--- src/rob_pkg.sv ---
package rob_pkg;

	// ======================================================================
	// Reorder-buffer entry fields
	// ======================================================================

	// Opcode field of a decoded instruction
	localparam int OPC_W = 8;

	// Physical register number after renaming
	localparam int PREG_W = 6;

	// Immediate carried with the entry
	localparam int IMM_W = 16;

	// ======================================================================
	// Functional-unit classes
	// ======================================================================

	localparam int FU_CLASS_W = 2;

	// Code 3 is left unused and must never be enqueued
	localparam logic [FU_CLASS_W-1:0] FU_ALU = 2'd0;
	localparam logic [FU_CLASS_W-1:0] FU_MUL = 2'd1;
	localparam logic [FU_CLASS_W-1:0] FU_MEM = 2'd2;

	// A predicated-off entry is sent out with this opcode
	localparam logic [OPC_W-1:0] OPC_NOP = 8'h00;

	// The dispatcher looks at this many consecutive entries at once
	localparam int GROUP_SIZE = 4;

endpackage

--- src/fu_pkg.sv ---
package fu_pkg;

	// Number of functional-unit slots fed by the dispatcher
	localparam int NUM_SLOTS = 4;

	// Slot numbers, in the order the selector tries them
	localparam int SLOT_ALU0 = 0;
	localparam int SLOT_ALU1 = 1;
	localparam int SLOT_MUL = 2;
	localparam int SLOT_MEM = 3;

	// Width of a per-slot credit count, so a station holds at most 7
	localparam int CREDIT_W = 3;

	// True when an entry of the given class may go to the given slot.
	// ALU work prefers slot 0 and spills to slot 1 unless it is alu0-only
	function automatic logic slot_allows(
		input logic [rob_pkg::FU_CLASS_W-1:0] fu_class,
		input logic alu0_only,
		input int slot
	);
		logic ok;
		ok = 1'b0;
		case (fu_class)
			rob_pkg::FU_ALU: ok = (slot == SLOT_ALU0) || (slot == SLOT_ALU1 && !alu0_only);
			rob_pkg::FU_MUL: ok = (slot == SLOT_MUL);
			rob_pkg::FU_MEM: ok = (slot == SLOT_MEM);
			default: ok = 1'b0;
		endcase
		return ok;
	endfunction

endpackage

--- src/credit_counter.sv ---
`timescale 1ns/100ps

module credit_counter #(
	parameter int SLOT_CREDITS = 2
) (
	input  logic clk,
	input  logic rst,
	input  logic take,
	input  logic credit_return,
	output logic has_credit
);

	logic [fu_pkg::CREDIT_W-1:0] count;

	// One credit is one free place in the slot's station
	always_ff @(posedge clk) begin
		if (rst) begin
			count <= fu_pkg::CREDIT_W'(SLOT_CREDITS);
		end else begin
			// A take and a return in the same cycle cancel out
			if (take && !credit_return)
				count <= count - 1'b1;
			else if (credit_return && !take)
				count <= count + 1'b1;
		end
	end

	assign has_credit = (count != '0);

	// The selector must not hand out work the station cannot hold
	assert property (@(posedge clk) disable iff (rst) take |-> has_credit);

	// A slot returning more credits than it was given shows up as overflow
	assert property (@(posedge clk) disable iff (rst)
		count <= fu_pkg::CREDIT_W'(SLOT_CREDITS));

endmodule

--- src/dispatch_select.sv ---
`timescale 1ns/100ps

module dispatch_select #(
	parameter int ROB_ENTRIES = 16,
	localparam int IDX_W = $clog2(ROB_ENTRIES)
) (
	input  logic                                       clk,
	input  logic                                       rst,
	input  logic [ROB_ENTRIES-1:0]                     ent_valid,
	input  logic [ROB_ENTRIES-1:0]                     ent_dispatchable,
	input  logic [ROB_ENTRIES*rob_pkg::FU_CLASS_W-1:0] ent_fu_class,
	input  logic [ROB_ENTRIES-1:0]                     ent_alu0_only,
	input  logic [ROB_ENTRIES-1:0]                     ent_pred,
	input  logic [ROB_ENTRIES*rob_pkg::OPC_W-1:0]      ent_opcode,
	input  logic [ROB_ENTRIES*rob_pkg::PREG_W-1:0]     ent_prs1,
	input  logic [ROB_ENTRIES*rob_pkg::PREG_W-1:0]     ent_prs2,
	input  logic [ROB_ENTRIES*rob_pkg::PREG_W-1:0]     ent_prd,
	input  logic [ROB_ENTRIES*rob_pkg::IMM_W-1:0]      ent_imm,
	input  logic [fu_pkg::NUM_SLOTS-1:0]               has_credit,
	output logic [fu_pkg::NUM_SLOTS-1:0]               take,
	output logic [ROB_ENTRIES-1:0]                     dispatched_mask,
	output logic [fu_pkg::NUM_SLOTS-1:0]               rs_valid,
	output logic [fu_pkg::NUM_SLOTS*IDX_W-1:0]         rs_rndx,
	output logic [fu_pkg::NUM_SLOTS*rob_pkg::OPC_W-1:0]  rs_opcode,
	output logic [fu_pkg::NUM_SLOTS*rob_pkg::PREG_W-1:0] rs_prs1,
	output logic [fu_pkg::NUM_SLOTS*rob_pkg::PREG_W-1:0] rs_prs2,
	output logic [fu_pkg::NUM_SLOTS*rob_pkg::PREG_W-1:0] rs_prd,
	output logic [fu_pkg::NUM_SLOTS*rob_pkg::IMM_W-1:0]  rs_imm
);

	localparam int GS = rob_pkg::GROUP_SIZE;
	localparam int NS = fu_pkg::NUM_SLOTS;
	localparam int WIN_W = $clog2(GS);

	logic [IDX_W-1:0] ptr;
	logic [IDX_W-1:0] grp_idx [GS];
	logic [IDX_W-1:0] win_idx [GS];
	logic [GS-1:0] win_ready;
	logic [rob_pkg::FU_CLASS_W-1:0] win_class [GS];
	logic [GS-1:0] win_alu0;
	logic [GS-1:0] win_pred;
	logic [rob_pkg::OPC_W-1:0] win_opcode [GS];
	logic [rob_pkg::PREG_W-1:0] win_prs1 [GS];
	logic [rob_pkg::PREG_W-1:0] win_prs2 [GS];
	logic [rob_pkg::PREG_W-1:0] win_prd [GS];
	logic [rob_pkg::IMM_W-1:0] win_imm [GS];

	logic [ROB_ENTRIES-1:0] mask_d2;
	logic [ROB_ENTRIES-1:0] recent_mask;
	logic [ROB_ENTRIES-1:0] sel_mask;
	logic [NS-1:0] take_c;
	logic [WIN_W-1:0] slot_win [NS];
	logic placed;

	// ======================================================================
	// Group pointer and window
	// ======================================================================

	always_comb begin
		for (int k = 0; k < GS; k++)
			grp_idx[k] = ptr + IDX_W'(k);
	end

	// The pointer stays on a group that dispatched, else it moves on
	always_ff @(posedge clk) begin
		if (rst) begin
			ptr <= '0;
			win_ready <= '0;
		end else begin
			if (take_c == '0)
				ptr <= (ptr == IDX_W'(ROB_ENTRIES - GS)) ? '0 : ptr + IDX_W'(GS);
			for (int k = 0; k < GS; k++)
				win_ready[k] <= ent_valid[grp_idx[k]] && ent_dispatchable[grp_idx[k]];
		end
	end

	always_ff @(posedge clk) begin
		for (int k = 0; k < GS; k++) begin
			win_idx[k] <= grp_idx[k];
			win_class[k] <= ent_fu_class[grp_idx[k]*rob_pkg::FU_CLASS_W +: rob_pkg::FU_CLASS_W];
			win_alu0[k] <= ent_alu0_only[grp_idx[k]];
			win_pred[k] <= ent_pred[grp_idx[k]];
			win_opcode[k] <= ent_opcode[grp_idx[k]*rob_pkg::OPC_W +: rob_pkg::OPC_W];
			win_prs1[k] <= ent_prs1[grp_idx[k]*rob_pkg::PREG_W +: rob_pkg::PREG_W];
			win_prs2[k] <= ent_prs2[grp_idx[k]*rob_pkg::PREG_W +: rob_pkg::PREG_W];
			win_prd[k] <= ent_prd[grp_idx[k]*rob_pkg::PREG_W +: rob_pkg::PREG_W];
			win_imm[k] <= ent_imm[grp_idx[k]*rob_pkg::IMM_W +: rob_pkg::IMM_W];
		end
	end

	// ======================================================================
	// Slot selection
	// ======================================================================

	// The store still shows an entry as valid for two windows after its
	// dispatch, so both earlier decisions are masked out
	assign recent_mask = dispatched_mask | mask_d2;

	always_comb begin
		take_c = '0;
		sel_mask = '0;
		placed = 1'b0;
		for (int s = 0; s < NS; s++)
			slot_win[s] = '0;
		// Older window positions get first pick of the slots
		for (int k = 0; k < GS; k++) begin
			placed = 1'b0;
			if (win_ready[k] && !recent_mask[win_idx[k]]) begin
				for (int s = 0; s < NS; s++) begin
					if (!placed && !take_c[s] && has_credit[s] &&
						fu_pkg::slot_allows(win_class[k], win_alu0[k], s)) begin
						take_c[s] = 1'b1;
						slot_win[s] = WIN_W'(k);
						sel_mask[win_idx[k]] = 1'b1;
						placed = 1'b1;
					end
				end
			end
		end
	end

	assign take = take_c;

	// ======================================================================
	// Registered slot outputs
	// ======================================================================

	always_ff @(posedge clk) begin
		if (rst) begin
			rs_valid <= '0;
			dispatched_mask <= '0;
			mask_d2 <= '0;
		end else begin
			rs_valid <= take_c;
			dispatched_mask <= sel_mask;
			mask_d2 <= dispatched_mask;
		end
	end

	// A predicated-off entry still uses its slot but carries no work
	always_ff @(posedge clk) begin
		for (int s = 0; s < NS; s++) begin
			rs_rndx[s*IDX_W +: IDX_W] <= win_idx[slot_win[s]];
			rs_imm[s*rob_pkg::IMM_W +: rob_pkg::IMM_W] <= win_imm[slot_win[s]];
			if (win_pred[slot_win[s]]) begin
				rs_opcode[s*rob_pkg::OPC_W +: rob_pkg::OPC_W] <= win_opcode[slot_win[s]];
				rs_prs1[s*rob_pkg::PREG_W +: rob_pkg::PREG_W] <= win_prs1[slot_win[s]];
				rs_prs2[s*rob_pkg::PREG_W +: rob_pkg::PREG_W] <= win_prs2[slot_win[s]];
				rs_prd[s*rob_pkg::PREG_W +: rob_pkg::PREG_W] <= win_prd[slot_win[s]];
			end else begin
				rs_opcode[s*rob_pkg::OPC_W +: rob_pkg::OPC_W] <= rob_pkg::OPC_NOP;
				rs_prs1[s*rob_pkg::PREG_W +: rob_pkg::PREG_W] <= '0;
				rs_prs2[s*rob_pkg::PREG_W +: rob_pkg::PREG_W] <= '0;
				rs_prd[s*rob_pkg::PREG_W +: rob_pkg::PREG_W] <= '0;
			end
		end
	end

	// An entry goes out once, so its index cannot reappear on any slot
	// while the two stale windows after its dispatch still show it
	for (genvar a = 0; a < NS; a++) begin : g_rndx_a
		for (genvar b = 0; b < NS; b++) begin : g_rndx_b
			assert property (@(posedge clk) disable iff (rst)
				(rs_valid[b] && $past(rs_valid[a])) |->
				rs_rndx[b*IDX_W +: IDX_W] != $past(rs_rndx[a*IDX_W +: IDX_W]));
			assert property (@(posedge clk) disable iff (rst)
				(rs_valid[b] && $past(rs_valid[a], 2)) |->
				rs_rndx[b*IDX_W +: IDX_W] != $past(rs_rndx[a*IDX_W +: IDX_W], 2));
		end
	end

endmodule

--- src/dispatch_top.sv ---
`timescale 1ns/100ps

module dispatch_top #(
	parameter int ROB_ENTRIES = 16,
	parameter int SLOT_CREDITS = 2,
	localparam int IDX_W = $clog2(ROB_ENTRIES)
) (
	input  logic                                         clk,
	input  logic                                         rst,
	input  logic                                         enq_valid,
	input  logic [rob_pkg::FU_CLASS_W-1:0]               enq_fu_class,
	input  logic                                         enq_alu0_only,
	input  logic                                         enq_pred,
	input  logic [rob_pkg::OPC_W-1:0]                    enq_opcode,
	input  logic [rob_pkg::PREG_W-1:0]                   enq_prs1,
	input  logic [rob_pkg::PREG_W-1:0]                   enq_prs2,
	input  logic [rob_pkg::PREG_W-1:0]                   enq_prd,
	input  logic                                         enq_rs1_ready,
	input  logic                                         enq_rs2_ready,
	input  logic [rob_pkg::IMM_W-1:0]                    enq_imm,
	input  logic                                         wake_valid,
	input  logic [rob_pkg::PREG_W-1:0]                   wake_preg,
	input  logic [fu_pkg::NUM_SLOTS-1:0]                 credit_return,
	output logic                                         enq_credit,
	output logic [fu_pkg::NUM_SLOTS-1:0]                 rs_valid,
	output logic [fu_pkg::NUM_SLOTS*IDX_W-1:0]           rs_rndx,
	output logic [fu_pkg::NUM_SLOTS*rob_pkg::OPC_W-1:0]  rs_opcode,
	output logic [fu_pkg::NUM_SLOTS*rob_pkg::PREG_W-1:0] rs_prs1,
	output logic [fu_pkg::NUM_SLOTS*rob_pkg::PREG_W-1:0] rs_prs2,
	output logic [fu_pkg::NUM_SLOTS*rob_pkg::PREG_W-1:0] rs_prd,
	output logic [fu_pkg::NUM_SLOTS*rob_pkg::IMM_W-1:0]  rs_imm
);

	logic [ROB_ENTRIES-1:0] ent_valid;
	logic [ROB_ENTRIES-1:0] ent_dispatchable;
	logic [ROB_ENTRIES*rob_pkg::FU_CLASS_W-1:0] ent_fu_class;
	logic [ROB_ENTRIES-1:0] ent_alu0_only;
	logic [ROB_ENTRIES-1:0] ent_pred;
	logic [ROB_ENTRIES*rob_pkg::OPC_W-1:0] ent_opcode;
	logic [ROB_ENTRIES*rob_pkg::PREG_W-1:0] ent_prs1;
	logic [ROB_ENTRIES*rob_pkg::PREG_W-1:0] ent_prs2;
	logic [ROB_ENTRIES*rob_pkg::PREG_W-1:0] ent_prd;
	logic [ROB_ENTRIES*rob_pkg::IMM_W-1:0] ent_imm;
	logic [ROB_ENTRIES-1:0] dispatched_mask;
	logic [fu_pkg::NUM_SLOTS-1:0] take;
	logic [fu_pkg::NUM_SLOTS-1:0] has_credit;

	// Groups must tile the store exactly, and a count must fit its counter
	if ((ROB_ENTRIES % rob_pkg::GROUP_SIZE) != 0) begin : g_bad_entries
		$error("ROB_ENTRIES is not a multiple of the group size");
	end
	if (SLOT_CREDITS < 1 || SLOT_CREDITS >= (1 << fu_pkg::CREDIT_W)) begin : g_bad_credits
		$error("SLOT_CREDITS does not fit the credit counter");
	end

	rob_store #(.ROB_ENTRIES(ROB_ENTRIES)) rob_store_i (.*);

	dispatch_select #(.ROB_ENTRIES(ROB_ENTRIES)) dispatch_select_i (.*);

	// One credit counter per functional-unit slot
	for (genvar s = 0; s < fu_pkg::NUM_SLOTS; s++) begin : g_credit
		credit_counter #(.SLOT_CREDITS(SLOT_CREDITS)) credit_counter_i (
			.clk          (clk),
			.rst          (rst),
			.take         (take[s]),
			.credit_return(credit_return[s]),
			.has_credit   (has_credit[s])
		);
	end

endmodule

--- src/rob_store.sv ---
`timescale 1ns/100ps

module rob_store #(
	parameter int ROB_ENTRIES = 16,
	localparam int IDX_W = $clog2(ROB_ENTRIES)
) (
	input  logic                                       clk,
	input  logic                                       rst,
	input  logic                                       enq_valid,
	input  logic [rob_pkg::FU_CLASS_W-1:0]             enq_fu_class,
	input  logic                                       enq_alu0_only,
	input  logic                                       enq_pred,
	input  logic [rob_pkg::OPC_W-1:0]                  enq_opcode,
	input  logic [rob_pkg::PREG_W-1:0]                 enq_prs1,
	input  logic [rob_pkg::PREG_W-1:0]                 enq_prs2,
	input  logic [rob_pkg::PREG_W-1:0]                 enq_prd,
	input  logic                                       enq_rs1_ready,
	input  logic                                       enq_rs2_ready,
	input  logic [rob_pkg::IMM_W-1:0]                  enq_imm,
	input  logic                                       wake_valid,
	input  logic [rob_pkg::PREG_W-1:0]                 wake_preg,
	input  logic [ROB_ENTRIES-1:0]                     dispatched_mask,
	output logic                                       enq_credit,
	output logic [ROB_ENTRIES-1:0]                     ent_valid,
	output logic [ROB_ENTRIES-1:0]                     ent_dispatchable,
	output logic [ROB_ENTRIES*rob_pkg::FU_CLASS_W-1:0] ent_fu_class,
	output logic [ROB_ENTRIES-1:0]                     ent_alu0_only,
	output logic [ROB_ENTRIES-1:0]                     ent_pred,
	output logic [ROB_ENTRIES*rob_pkg::OPC_W-1:0]      ent_opcode,
	output logic [ROB_ENTRIES*rob_pkg::PREG_W-1:0]     ent_prs1,
	output logic [ROB_ENTRIES*rob_pkg::PREG_W-1:0]     ent_prs2,
	output logic [ROB_ENTRIES*rob_pkg::PREG_W-1:0]     ent_prd,
	output logic [ROB_ENTRIES*rob_pkg::IMM_W-1:0]      ent_imm
);

	localparam int PEND_W = $clog2(ROB_ENTRIES + 1);

	logic [ROB_ENTRIES-1:0] valid_q;
	logic [ROB_ENTRIES-1:0] rs1_rdy_q;
	logic [ROB_ENTRIES-1:0] rs2_rdy_q;
	logic [rob_pkg::FU_CLASS_W-1:0] class_q [ROB_ENTRIES];
	logic [ROB_ENTRIES-1:0] alu0_q;
	logic [ROB_ENTRIES-1:0] pred_q;
	logic [rob_pkg::OPC_W-1:0] opcode_q [ROB_ENTRIES];
	logic [rob_pkg::PREG_W-1:0] prs1_q [ROB_ENTRIES];
	logic [rob_pkg::PREG_W-1:0] prs2_q [ROB_ENTRIES];
	logic [rob_pkg::PREG_W-1:0] prd_q [ROB_ENTRIES];
	logic [rob_pkg::IMM_W-1:0] imm_q [ROB_ENTRIES];

	logic [ROB_ENTRIES-1:0] wake1;
	logic [ROB_ENTRIES-1:0] wake2;
	logic [IDX_W-1:0] alloc_idx;
	logic alloc_ok;
	logic [PEND_W-1:0] freed_cnt;
	logic [PEND_W-1:0] pend_q;

	// ======================================================================
	// Allocation and wakeup matching
	// ======================================================================

	always_comb begin
		alloc_idx = '0;
		alloc_ok = 1'b0;
		freed_cnt = '0;
		// Scan from the top so the lowest free entry wins
		for (int i = ROB_ENTRIES - 1; i >= 0; i--) begin
			if (!valid_q[i]) begin
				alloc_idx = IDX_W'(i);
				alloc_ok = 1'b1;
			end
		end
		for (int i = 0; i < ROB_ENTRIES; i++) begin
			wake1[i] = wake_valid && (prs1_q[i] == wake_preg);
			wake2[i] = wake_valid && (prs2_q[i] == wake_preg);
			freed_cnt = freed_cnt + PEND_W'(dispatched_mask[i]);
		end
	end

	// Entry valid bits, and the queue of credits still owed to the producer
	always_ff @(posedge clk) begin
		if (rst) begin
			valid_q <= '0;
			pend_q <= '0;
			enq_credit <= 1'b0;
		end else begin
			valid_q <= valid_q & ~dispatched_mask;
			if (enq_valid && alloc_ok)
				valid_q[alloc_idx] <= 1'b1;
			// Several entries can free at once, so credits go back one per cycle
			pend_q <= pend_q + freed_cnt - PEND_W'(pend_q != '0);
			enq_credit <= (pend_q != '0);
		end
	end

	// Payload and source-ready bits only mean something while valid is set
	always_ff @(posedge clk) begin
		for (int i = 0; i < ROB_ENTRIES; i++) begin
			if (valid_q[i] && wake1[i])
				rs1_rdy_q[i] <= 1'b1;
			if (valid_q[i] && wake2[i])
				rs2_rdy_q[i] <= 1'b1;
		end
		if (enq_valid && alloc_ok) begin
			class_q[alloc_idx] <= enq_fu_class;
			alu0_q[alloc_idx] <= enq_alu0_only;
			pred_q[alloc_idx] <= enq_pred;
			opcode_q[alloc_idx] <= enq_opcode;
			prs1_q[alloc_idx] <= enq_prs1;
			prs2_q[alloc_idx] <= enq_prs2;
			prd_q[alloc_idx] <= enq_prd;
			imm_q[alloc_idx] <= enq_imm;
			// A wakeup arriving with the enqueue is not lost
			rs1_rdy_q[alloc_idx] <= enq_rs1_ready || (wake_valid && enq_prs1 == wake_preg);
			rs2_rdy_q[alloc_idx] <= enq_rs2_ready || (wake_valid && enq_prs2 == wake_preg);
		end
	end

	// ======================================================================
	// Flattened view for the selector
	// ======================================================================

	always_comb begin
		for (int i = 0; i < ROB_ENTRIES; i++) begin
			ent_dispatchable[i] = valid_q[i] && (rs1_rdy_q[i] || wake1[i]) &&
				(rs2_rdy_q[i] || wake2[i]);
			ent_fu_class[i*rob_pkg::FU_CLASS_W +: rob_pkg::FU_CLASS_W] = class_q[i];
			ent_opcode[i*rob_pkg::OPC_W +: rob_pkg::OPC_W] = opcode_q[i];
			ent_prs1[i*rob_pkg::PREG_W +: rob_pkg::PREG_W] = prs1_q[i];
			ent_prs2[i*rob_pkg::PREG_W +: rob_pkg::PREG_W] = prs2_q[i];
			ent_prd[i*rob_pkg::PREG_W +: rob_pkg::PREG_W] = prd_q[i];
			ent_imm[i*rob_pkg::IMM_W +: rob_pkg::IMM_W] = imm_q[i];
		end
	end

	assign ent_valid = valid_q;
	assign ent_alu0_only = alu0_q;
	assign ent_pred = pred_q;

	// The producer must stay within its credits, so the store is never full here
	assert property (@(posedge clk) disable iff (rst) enq_valid |-> alloc_ok);

	assert property (@(posedge clk) disable iff (rst) enq_valid |-> enq_fu_class != 2'd3);

	// The selector only dispatches entries that are still held
	assert property (@(posedge clk) disable iff (rst) (dispatched_mask & ~valid_q) == '0);

endmodule

--- config.mk ---
export PLATFORM = sky130hd
export DESIGN_NAME = dispatch_top
export DESIGN_NICKNAME = d
export VERILOG_FILES = /design/src/rob_pkg.sv /design/src/fu_pkg.sv /design/src/credit_counter.sv /design/src/dispatch_select.sv /design/src/dispatch_top.sv /design/src/rob_store.sv
export SDC_FILE = /design/constraint.sdc
export NUM_CORES = 2
export LEC_CHECK = 0
export BUFFER_PORTS_ARGS = -buffer_cell sky130_fd_sc_hd__buf_2
export CAP_MARGIN = 15
export CORE_UTILIZATION = 45
export DETAILED_ROUTE_END_ITERATION = 8
export PLACE_DENSITY_LB_ADDON = 0.3
export RECOVER_POWER = 25
export REMOVE_ABC_BUFFERS = 1
export SLEW_MARGIN = 20
export SYNTH_ARGS = -nofsm -noshare
export SYNTH_HDL_FRONTEND = slang
export SYNTH_SLANG_ARGS = --single-unit
--- constraint.sdc ---
create_clock -name clk -period 15.9 [get_ports clk]
set_input_delay 3.18 -clock clk [delete_from_list [all_inputs] [get_ports clk]]
set_output_delay 3.18 -clock clk [all_outputs]
set_load 0.02 [all_outputs]
**Word level (Yosys, flattened, before mapping)**

Memory sizes are Yosys's and may differ from the RTL's. A register that Yosys moved wholly into a read port is not among the register bits.
Cells that the tools add are included.

- Muxes and demuxes: 262
- Shift-type cells: 24
- Equal/unequal tests: 43
- Reductions and logical operators: 264
- $lt $le $gt $ge: 18
- Add/subtract/negate cells: 29
- Multiply operators: 4
- Bitwise gates (word level): 19

Operators with widths:

| operator | number |
|---|---|
| $shiftx 96x8->6 | 12 |
| $shiftx 256x9->16 | 4 |
| $mux 16 | 35 |
| $shiftx 128x8->8 | 4 |
| $or 16x16->16 | 17 |
| $eq 6x6->1 | 34 |
| $logic_and 1x1->1 | 160 |
| $mux 1 | 154 |
| $shiftx 32x6->2 | 4 |
| $mux 4 | 21 |
| $bmux 1 s4 | 20 |
| $add 5x1->5 | 14 |
| $bwmux 16 | 4 |
| $logic_not 1->1 | 56 |
| $lt 4x5->1 const B | 9 |
| $logic_or 1x1->1 | 34 |
| $mul 4x2->6 const B | 4 |
| $mux 3 | 8 |
| $mux 8 | 3 |
| $demux 1 s4 | 5 |
| $ge 4x1->1 const B | 5 |
| $and 16x16->16 | 1 |
| $mux 2 | 8 |
| $not 16->16 | 1 |
| other kinds (18) | 46 |

- Memories kept: 13
- Word-level logic and storage cells: 694
- Register bits after elaboration: 150
- Output and inout port bits: 189
- Bits of input ports: 62
- Memory bits (writable): 896

Memories:

| memory | depth | bits a word | read ports | clocked after memory_dff | write ports | line | source |
|---|---|---|---|---|---|---|---|
| rob_store_i.imm_q | 16 | 16 | 16 | 0 | 1 | rob_store.sv:48 | `logic [rob_pkg::IMM_W-1:0] imm_q [ROB_ENTRIES];` |
| rob_store_i.opcode_q | 16 | 8 | 16 | 0 | 1 | rob_store.sv:44 | `logic [rob_pkg::OPC_W-1:0] opcode_q [ROB_ENTRIES];` |
| rob_store_i.prd_q | 16 | 6 | 16 | 0 | 1 | rob_store.sv:47 | `logic [rob_pkg::PREG_W-1:0] prd_q [ROB_ENTRIES];` |
| rob_store_i.prs1_q | 16 | 6 | 16 | 0 | 1 | rob_store.sv:45 | `logic [rob_pkg::PREG_W-1:0] prs1_q [ROB_ENTRIES];` |
| rob_store_i.prs2_q | 16 | 6 | 16 | 0 | 1 | rob_store.sv:46 | `logic [rob_pkg::PREG_W-1:0] prs2_q [ROB_ENTRIES];` |
| dispatch_select_i.win_imm | 4 | 16 | 4 | 4 | 4 | dispatch_select.sv:46 | `logic [rob_pkg::IMM_W-1:0] win_imm [GS];` |
| 7 more memories | - | - | - | - | - | - |  |

**Logic depth before layout (Yosys ltp)**

- Word-level depth: 97
- Depth in mapped cells: 19
- Depth with buffers taken out: 19

**By module**

A second synthesis with hierarchy kept.

- Cells, all modules: 3137
- Area total of the unflattened synthesis: 46937.5 µm²

By module, submodules not included:

| module | cells an instance | sequential area each (µm²) | area each (µm²) | instances |
|---|---|---|---|---|
| rob_store | 1380 | 23182.2 | 27532.7 | 1 |
| dispatch_select | 1697 | 8207.9 | 18784.3 | 1 |
| credit_counter | 15 | 60.1 | 155.1 | 4 |

**Worst setup path after synthesis**

Ideal clock, no wire load.

- Kind: in2reg
- Start point: input enq_valid
- End point: register rob_store_i.rs2_rdy_q[15]
- Required time: 15.599 ns
- Setup slack: 7.791 ns
- Data arrival time: 7.808 ns
- Stages on the path: 7
- Cell sequence: nand2_1 > nor2_1 > nand3_1 > nor3_1 > nand2_1 > a211oi_1 > mux2i_1

- Cells in the longest elaborated chain, start to end: 2

Ends and longest elaborated chain:

| item | line | source |
|---|---|---|
| start, declared | dispatch_top.sv:10 | `input logic enq_valid,` |
| $logic_and 1x1->1 | rob_store.sv:103 | `if (enq_valid && alloc_ok) begin` |
| $mux 16 | rob_store.sv:103 |  |
| end signal, assigned by index | rob_store.sv:114 | `rs2_rdy_q[alloc_idx] <= enq_rs2_ready \|\| (wake_valid && enq_prs2 == wake_preg);` |
| end, declared | rob_store.sv:40 | `logic [ROB_ENTRIES-1:0] rs2_rdy_q;` |

Every way passes these cells.
A chain may end at the register's enable or synchronous reset.

==> summary.txt <==
STA
  – RSZ-0062 raised after global routing: no
  – Final Max Tran Viols: 250
  – TNS Setup: 0 ps
  – Hold Fails Final Rpt: 0
  – Period utilization: a little over two fifths
  – Slew @ Worst Pin: between 4000 and 5000 ps
  – Worst Skew: approximately 16 ps
  – Fmax: 144 MHz
  – Slew margin rel.: -201%
  – Final setup vio count: 0
  – Period minus WS final: between 6000 and 7000 ps

Detailed routing
  – DRC Markers: 0
  – Via count: 29000
  – Routed wire length per instance: approximately 26 um
  – DR pass1 iterations: 7
  – Vias/cell: about 5.8
  – Initial DRC count: approximately 3500
  – Antenna-violating nets left: 0
  – Final wirelength: ~130000 um

Placement
  – Dpl cells: about 4700
  – RePlAce Congestion: ~0.9
  – PortBufs: 250
  – Post-detail-place hpwl: about 77000 um

Global route
  – Gr usage total: approximately 24%
  – Initial antenna violation count: 12
  – Largest net degree at the start of global routing: between 100 and 150
  – Vias in the first global route: ~28000
  – First-pass GRT wire length: around 190000 um
  – GRT overflow: 0

Critical path
  – Reg2reg setup slack: 8940 ps
  – Crit path to: dispatch_select_i.win_prs1[0][2]
  – Worst endpoint data arrival time: between 7000 and 8000 ps
  – Worst Reg2Reg Path Length in Cells: 2
  – CP startpoint: dispatch_select_i.ptr[3]
  – Reg2reg start: dispatch_select_i.ptr[3]
  – CP Class: flip-flop to flip-flop
  – Worst Path Max Fanout: 68
  – Critical Path RT: between 15000 and 20000 ps
  – CP startpoint kind: flip-flop
  – Worst r2r dst: dispatch_select_i.win_prs1[0][2]
  – CP Capture Type: flip-flop

Power
  – Static Leakage: between 15 and 20 nW
  – Share of total power in sequential cells: 45.1%
  – P_sw: 2.74 mW
  – Peak VDD IR: roughly 0.13 mV
  – Comb pwr share: a little under a quarter
  – Internal: between 6 and 7 mW
  – Sw Share: 30.0%
  – Clock share of power: between 30% and 40%
  – Power Dens Cells: about 170 nW/um^2

CTS
  – CTS Buffer Depth: 3
  – Worst-Skew Late Latency: about 700 ps
  – CTS clk-pin slew, worst paths: 60 ps
  – CTS sink cnt: between 1000 and 1500
  – # hold bufs at CTS: 0
  – Post-cts sizing count: 0
  – Root buf cell: clkbuf_16
  – Post-CTS Setup Inserts: 0
  – CTS tree: built
  – H-tree levels: 3
  – Num CTS Buffers: 121

Outcome
  – Outcome: finished with violations
  – Violations in the final reports: capacitance limit, slew limit

Synthesis
  – Syn. warnings: 0
  – Async set-reset flop share out of synthesis: 0%
  – Synth cell count leaders: 736 x edfxtp_1, 476 x dfxtp_1, 320 x nand2_1, 187 x mux4_2, 134 x nor2_1
  – Cell taking the most area after synthesis: edfxtp_1
  – Seq/Total Area, Yosys: between 60% and 70%
  – Syn_area_per_cell: roughly 15 um^2
  – Count leader, synth: edfxtp_1
  – EDFF count, synth: 736
  – Most used DFF post-synth: edfxtp_1
  – Post-Syn Instances: ~3300
  – Synth top area cells: edfxtp_1 47%, dfxtp_1 20%, mux4_2 8.9%
  – Synthesized area: about 47000 um^2
  – Synth top area share: 46.7%
  – Post-synthesis cell type count: 75
  – Synth Register Bits: 1212

Floorplan
  – Die height: roughly 330 um
  – DIE AREA: 106000 um^2
  – Core area: a little over 100000 um^2
  – Initial core utilization: between 40% and 50%
  – Row count: 118
  – Top Ports: 251
  – Die X-Extent: 326 um

Final layout
  – Share of cells above drive strength 1: about a fifth
  – Layout area overhead: 14.5%
  – Final #Nets: around 3600
  – Final Non-Filler Cells: ~5000

Job
  – Max Cap Viol: 4

Worst hold path
  – Hold WC Path Type: flip-flop to flip-flop
[layout make-up]
| class | count | area (um^2) |
|---|---|---|
| clock inverters | 49 | 477 |
| clock buffers | 181 | 3690 |
| inverters | 78 | 293 |
| multi-input cells | 1773 | 14700 |
| fillers | 8653 | 49700 |
| flip-flops and latches | 1212 | 31600 |
| well taps | 1380 | 1730 |
| diodes | 8 | 20.0 |
| repair buffers | 304 | 1650 |
[kinds of logic after synthesis]
kind of cell | Yosys count | synth area share, %
compound gates | 508 | 7.51
xor+xnor | 220 | 4.07
fa+ha+maj | 38 | 1.24
buf+inv | 276 | 2.39
flops | 1212 | 66.8
mux | 272 | 10.7
simple gates | 735 | 7.22
[power by group through the flow]
stage	clock network [mW]	registers [mW]	logic, mW
after floorplan	0	4.44	1.20
after detailed placement	0	4.18	2.04
after global routing	3.09	4.17	2.24
final	2.94	4.12	2.07
after CTS	2.98	4.12	2.05
after global placement	0	4.18	2.03
[cells in the final DEF, fill, tap and decap left out, types with 75 or more instances in the layout]
master	count
mux4_2	187
mux2i_1	79
xnor2_1	107
o21ai_0	92
clkbuf_16	132
edfxtp_1	736
nor2_1	130
a211oi_1	92
nand2_1	316
nand3_1	75
xor2_1	113
dfxtp_1	476
buf_2	219
a21oi_1	117
[registers in the layout, summed over array words and instances, names as in the netlist, 32 cells and up]
register,flops
dispatch_select_i.rs_imm,64
dispatch_select_i.rs_opcode,32
dispatch_select_i.win_imm,64
dispatch_select_i.win_opcode,32
rob_store_i.class_q,32
rob_store_i.imm_q,256
rob_store_i.opcode_q,128
rob_store_i.prd_q,96
rob_store_i.prs1_q,96
rob_store_i.prs2_q,96
[routing by layer]
layer / vias to the layer above / global-route usage, % / part of all wire (%)
li1: 12800 / - / -
met3: 288 / 4.35 / 8.7
met4: 6 / 9.05 / 3.7
met1: 14500 / 33.5 / 41
met5: - / 0 / 0.025
met2: 1446 / 38.0 / 47
[worst max-delay path, stage by stage, from the launching register on]
cell,delay [ps]
dfxtp_1,2610
clkbuf_1,3250
mux4_2,860
[metrics by stage]
step | utilization (%) | cell area, um^2 | power (mW) | hold WS (ps) | setup slack (ps)
2_1_floorplan | - | 46500 | 5.64 | 443 | 6840
3_3_place_gp | 48.1 | 50000 | 6.21 | 470 | 9930
3_5_place_dp | 48.2 | 50100 | 6.22 | 482 | 9950
4_1_cts | 52.2 | 54200 | 9.16 | 493 | 10690
5_1_grt | 52.1 | 54200 | 9.51 | 526 | 8660
6_report | 52.1 | 54200 | 9.13 | 497 | 8940
[worst min path at each step]
stage                                     startpoint                               endpoint  cells past startpoint
2_1_floorplan   dispatch_select_i.dispatched_mask[1]           dispatch_select_i.mask_d2[1]                      2
3_3_place_gp   g_credit[1].credit_counter_i.count[2]  g_credit[1].credit_counter_i.count[2]                      2
3_5_place_dp                rob_store_i.rs2_rdy_q[5]               rob_store_i.rs2_rdy_q[5]                      2
4_1_cts        g_credit[1].credit_counter_i.count[2]  g_credit[1].credit_counter_i.count[2]                      2
5_1_grt        g_credit[1].credit_counter_i.count[2]  g_credit[1].credit_counter_i.count[2]                      2
6_report       g_credit[1].credit_counter_i.count[2]  g_credit[1].credit_counter_i.count[2]                      2
No activity file was read; power rests on OpenSTA's default activity.
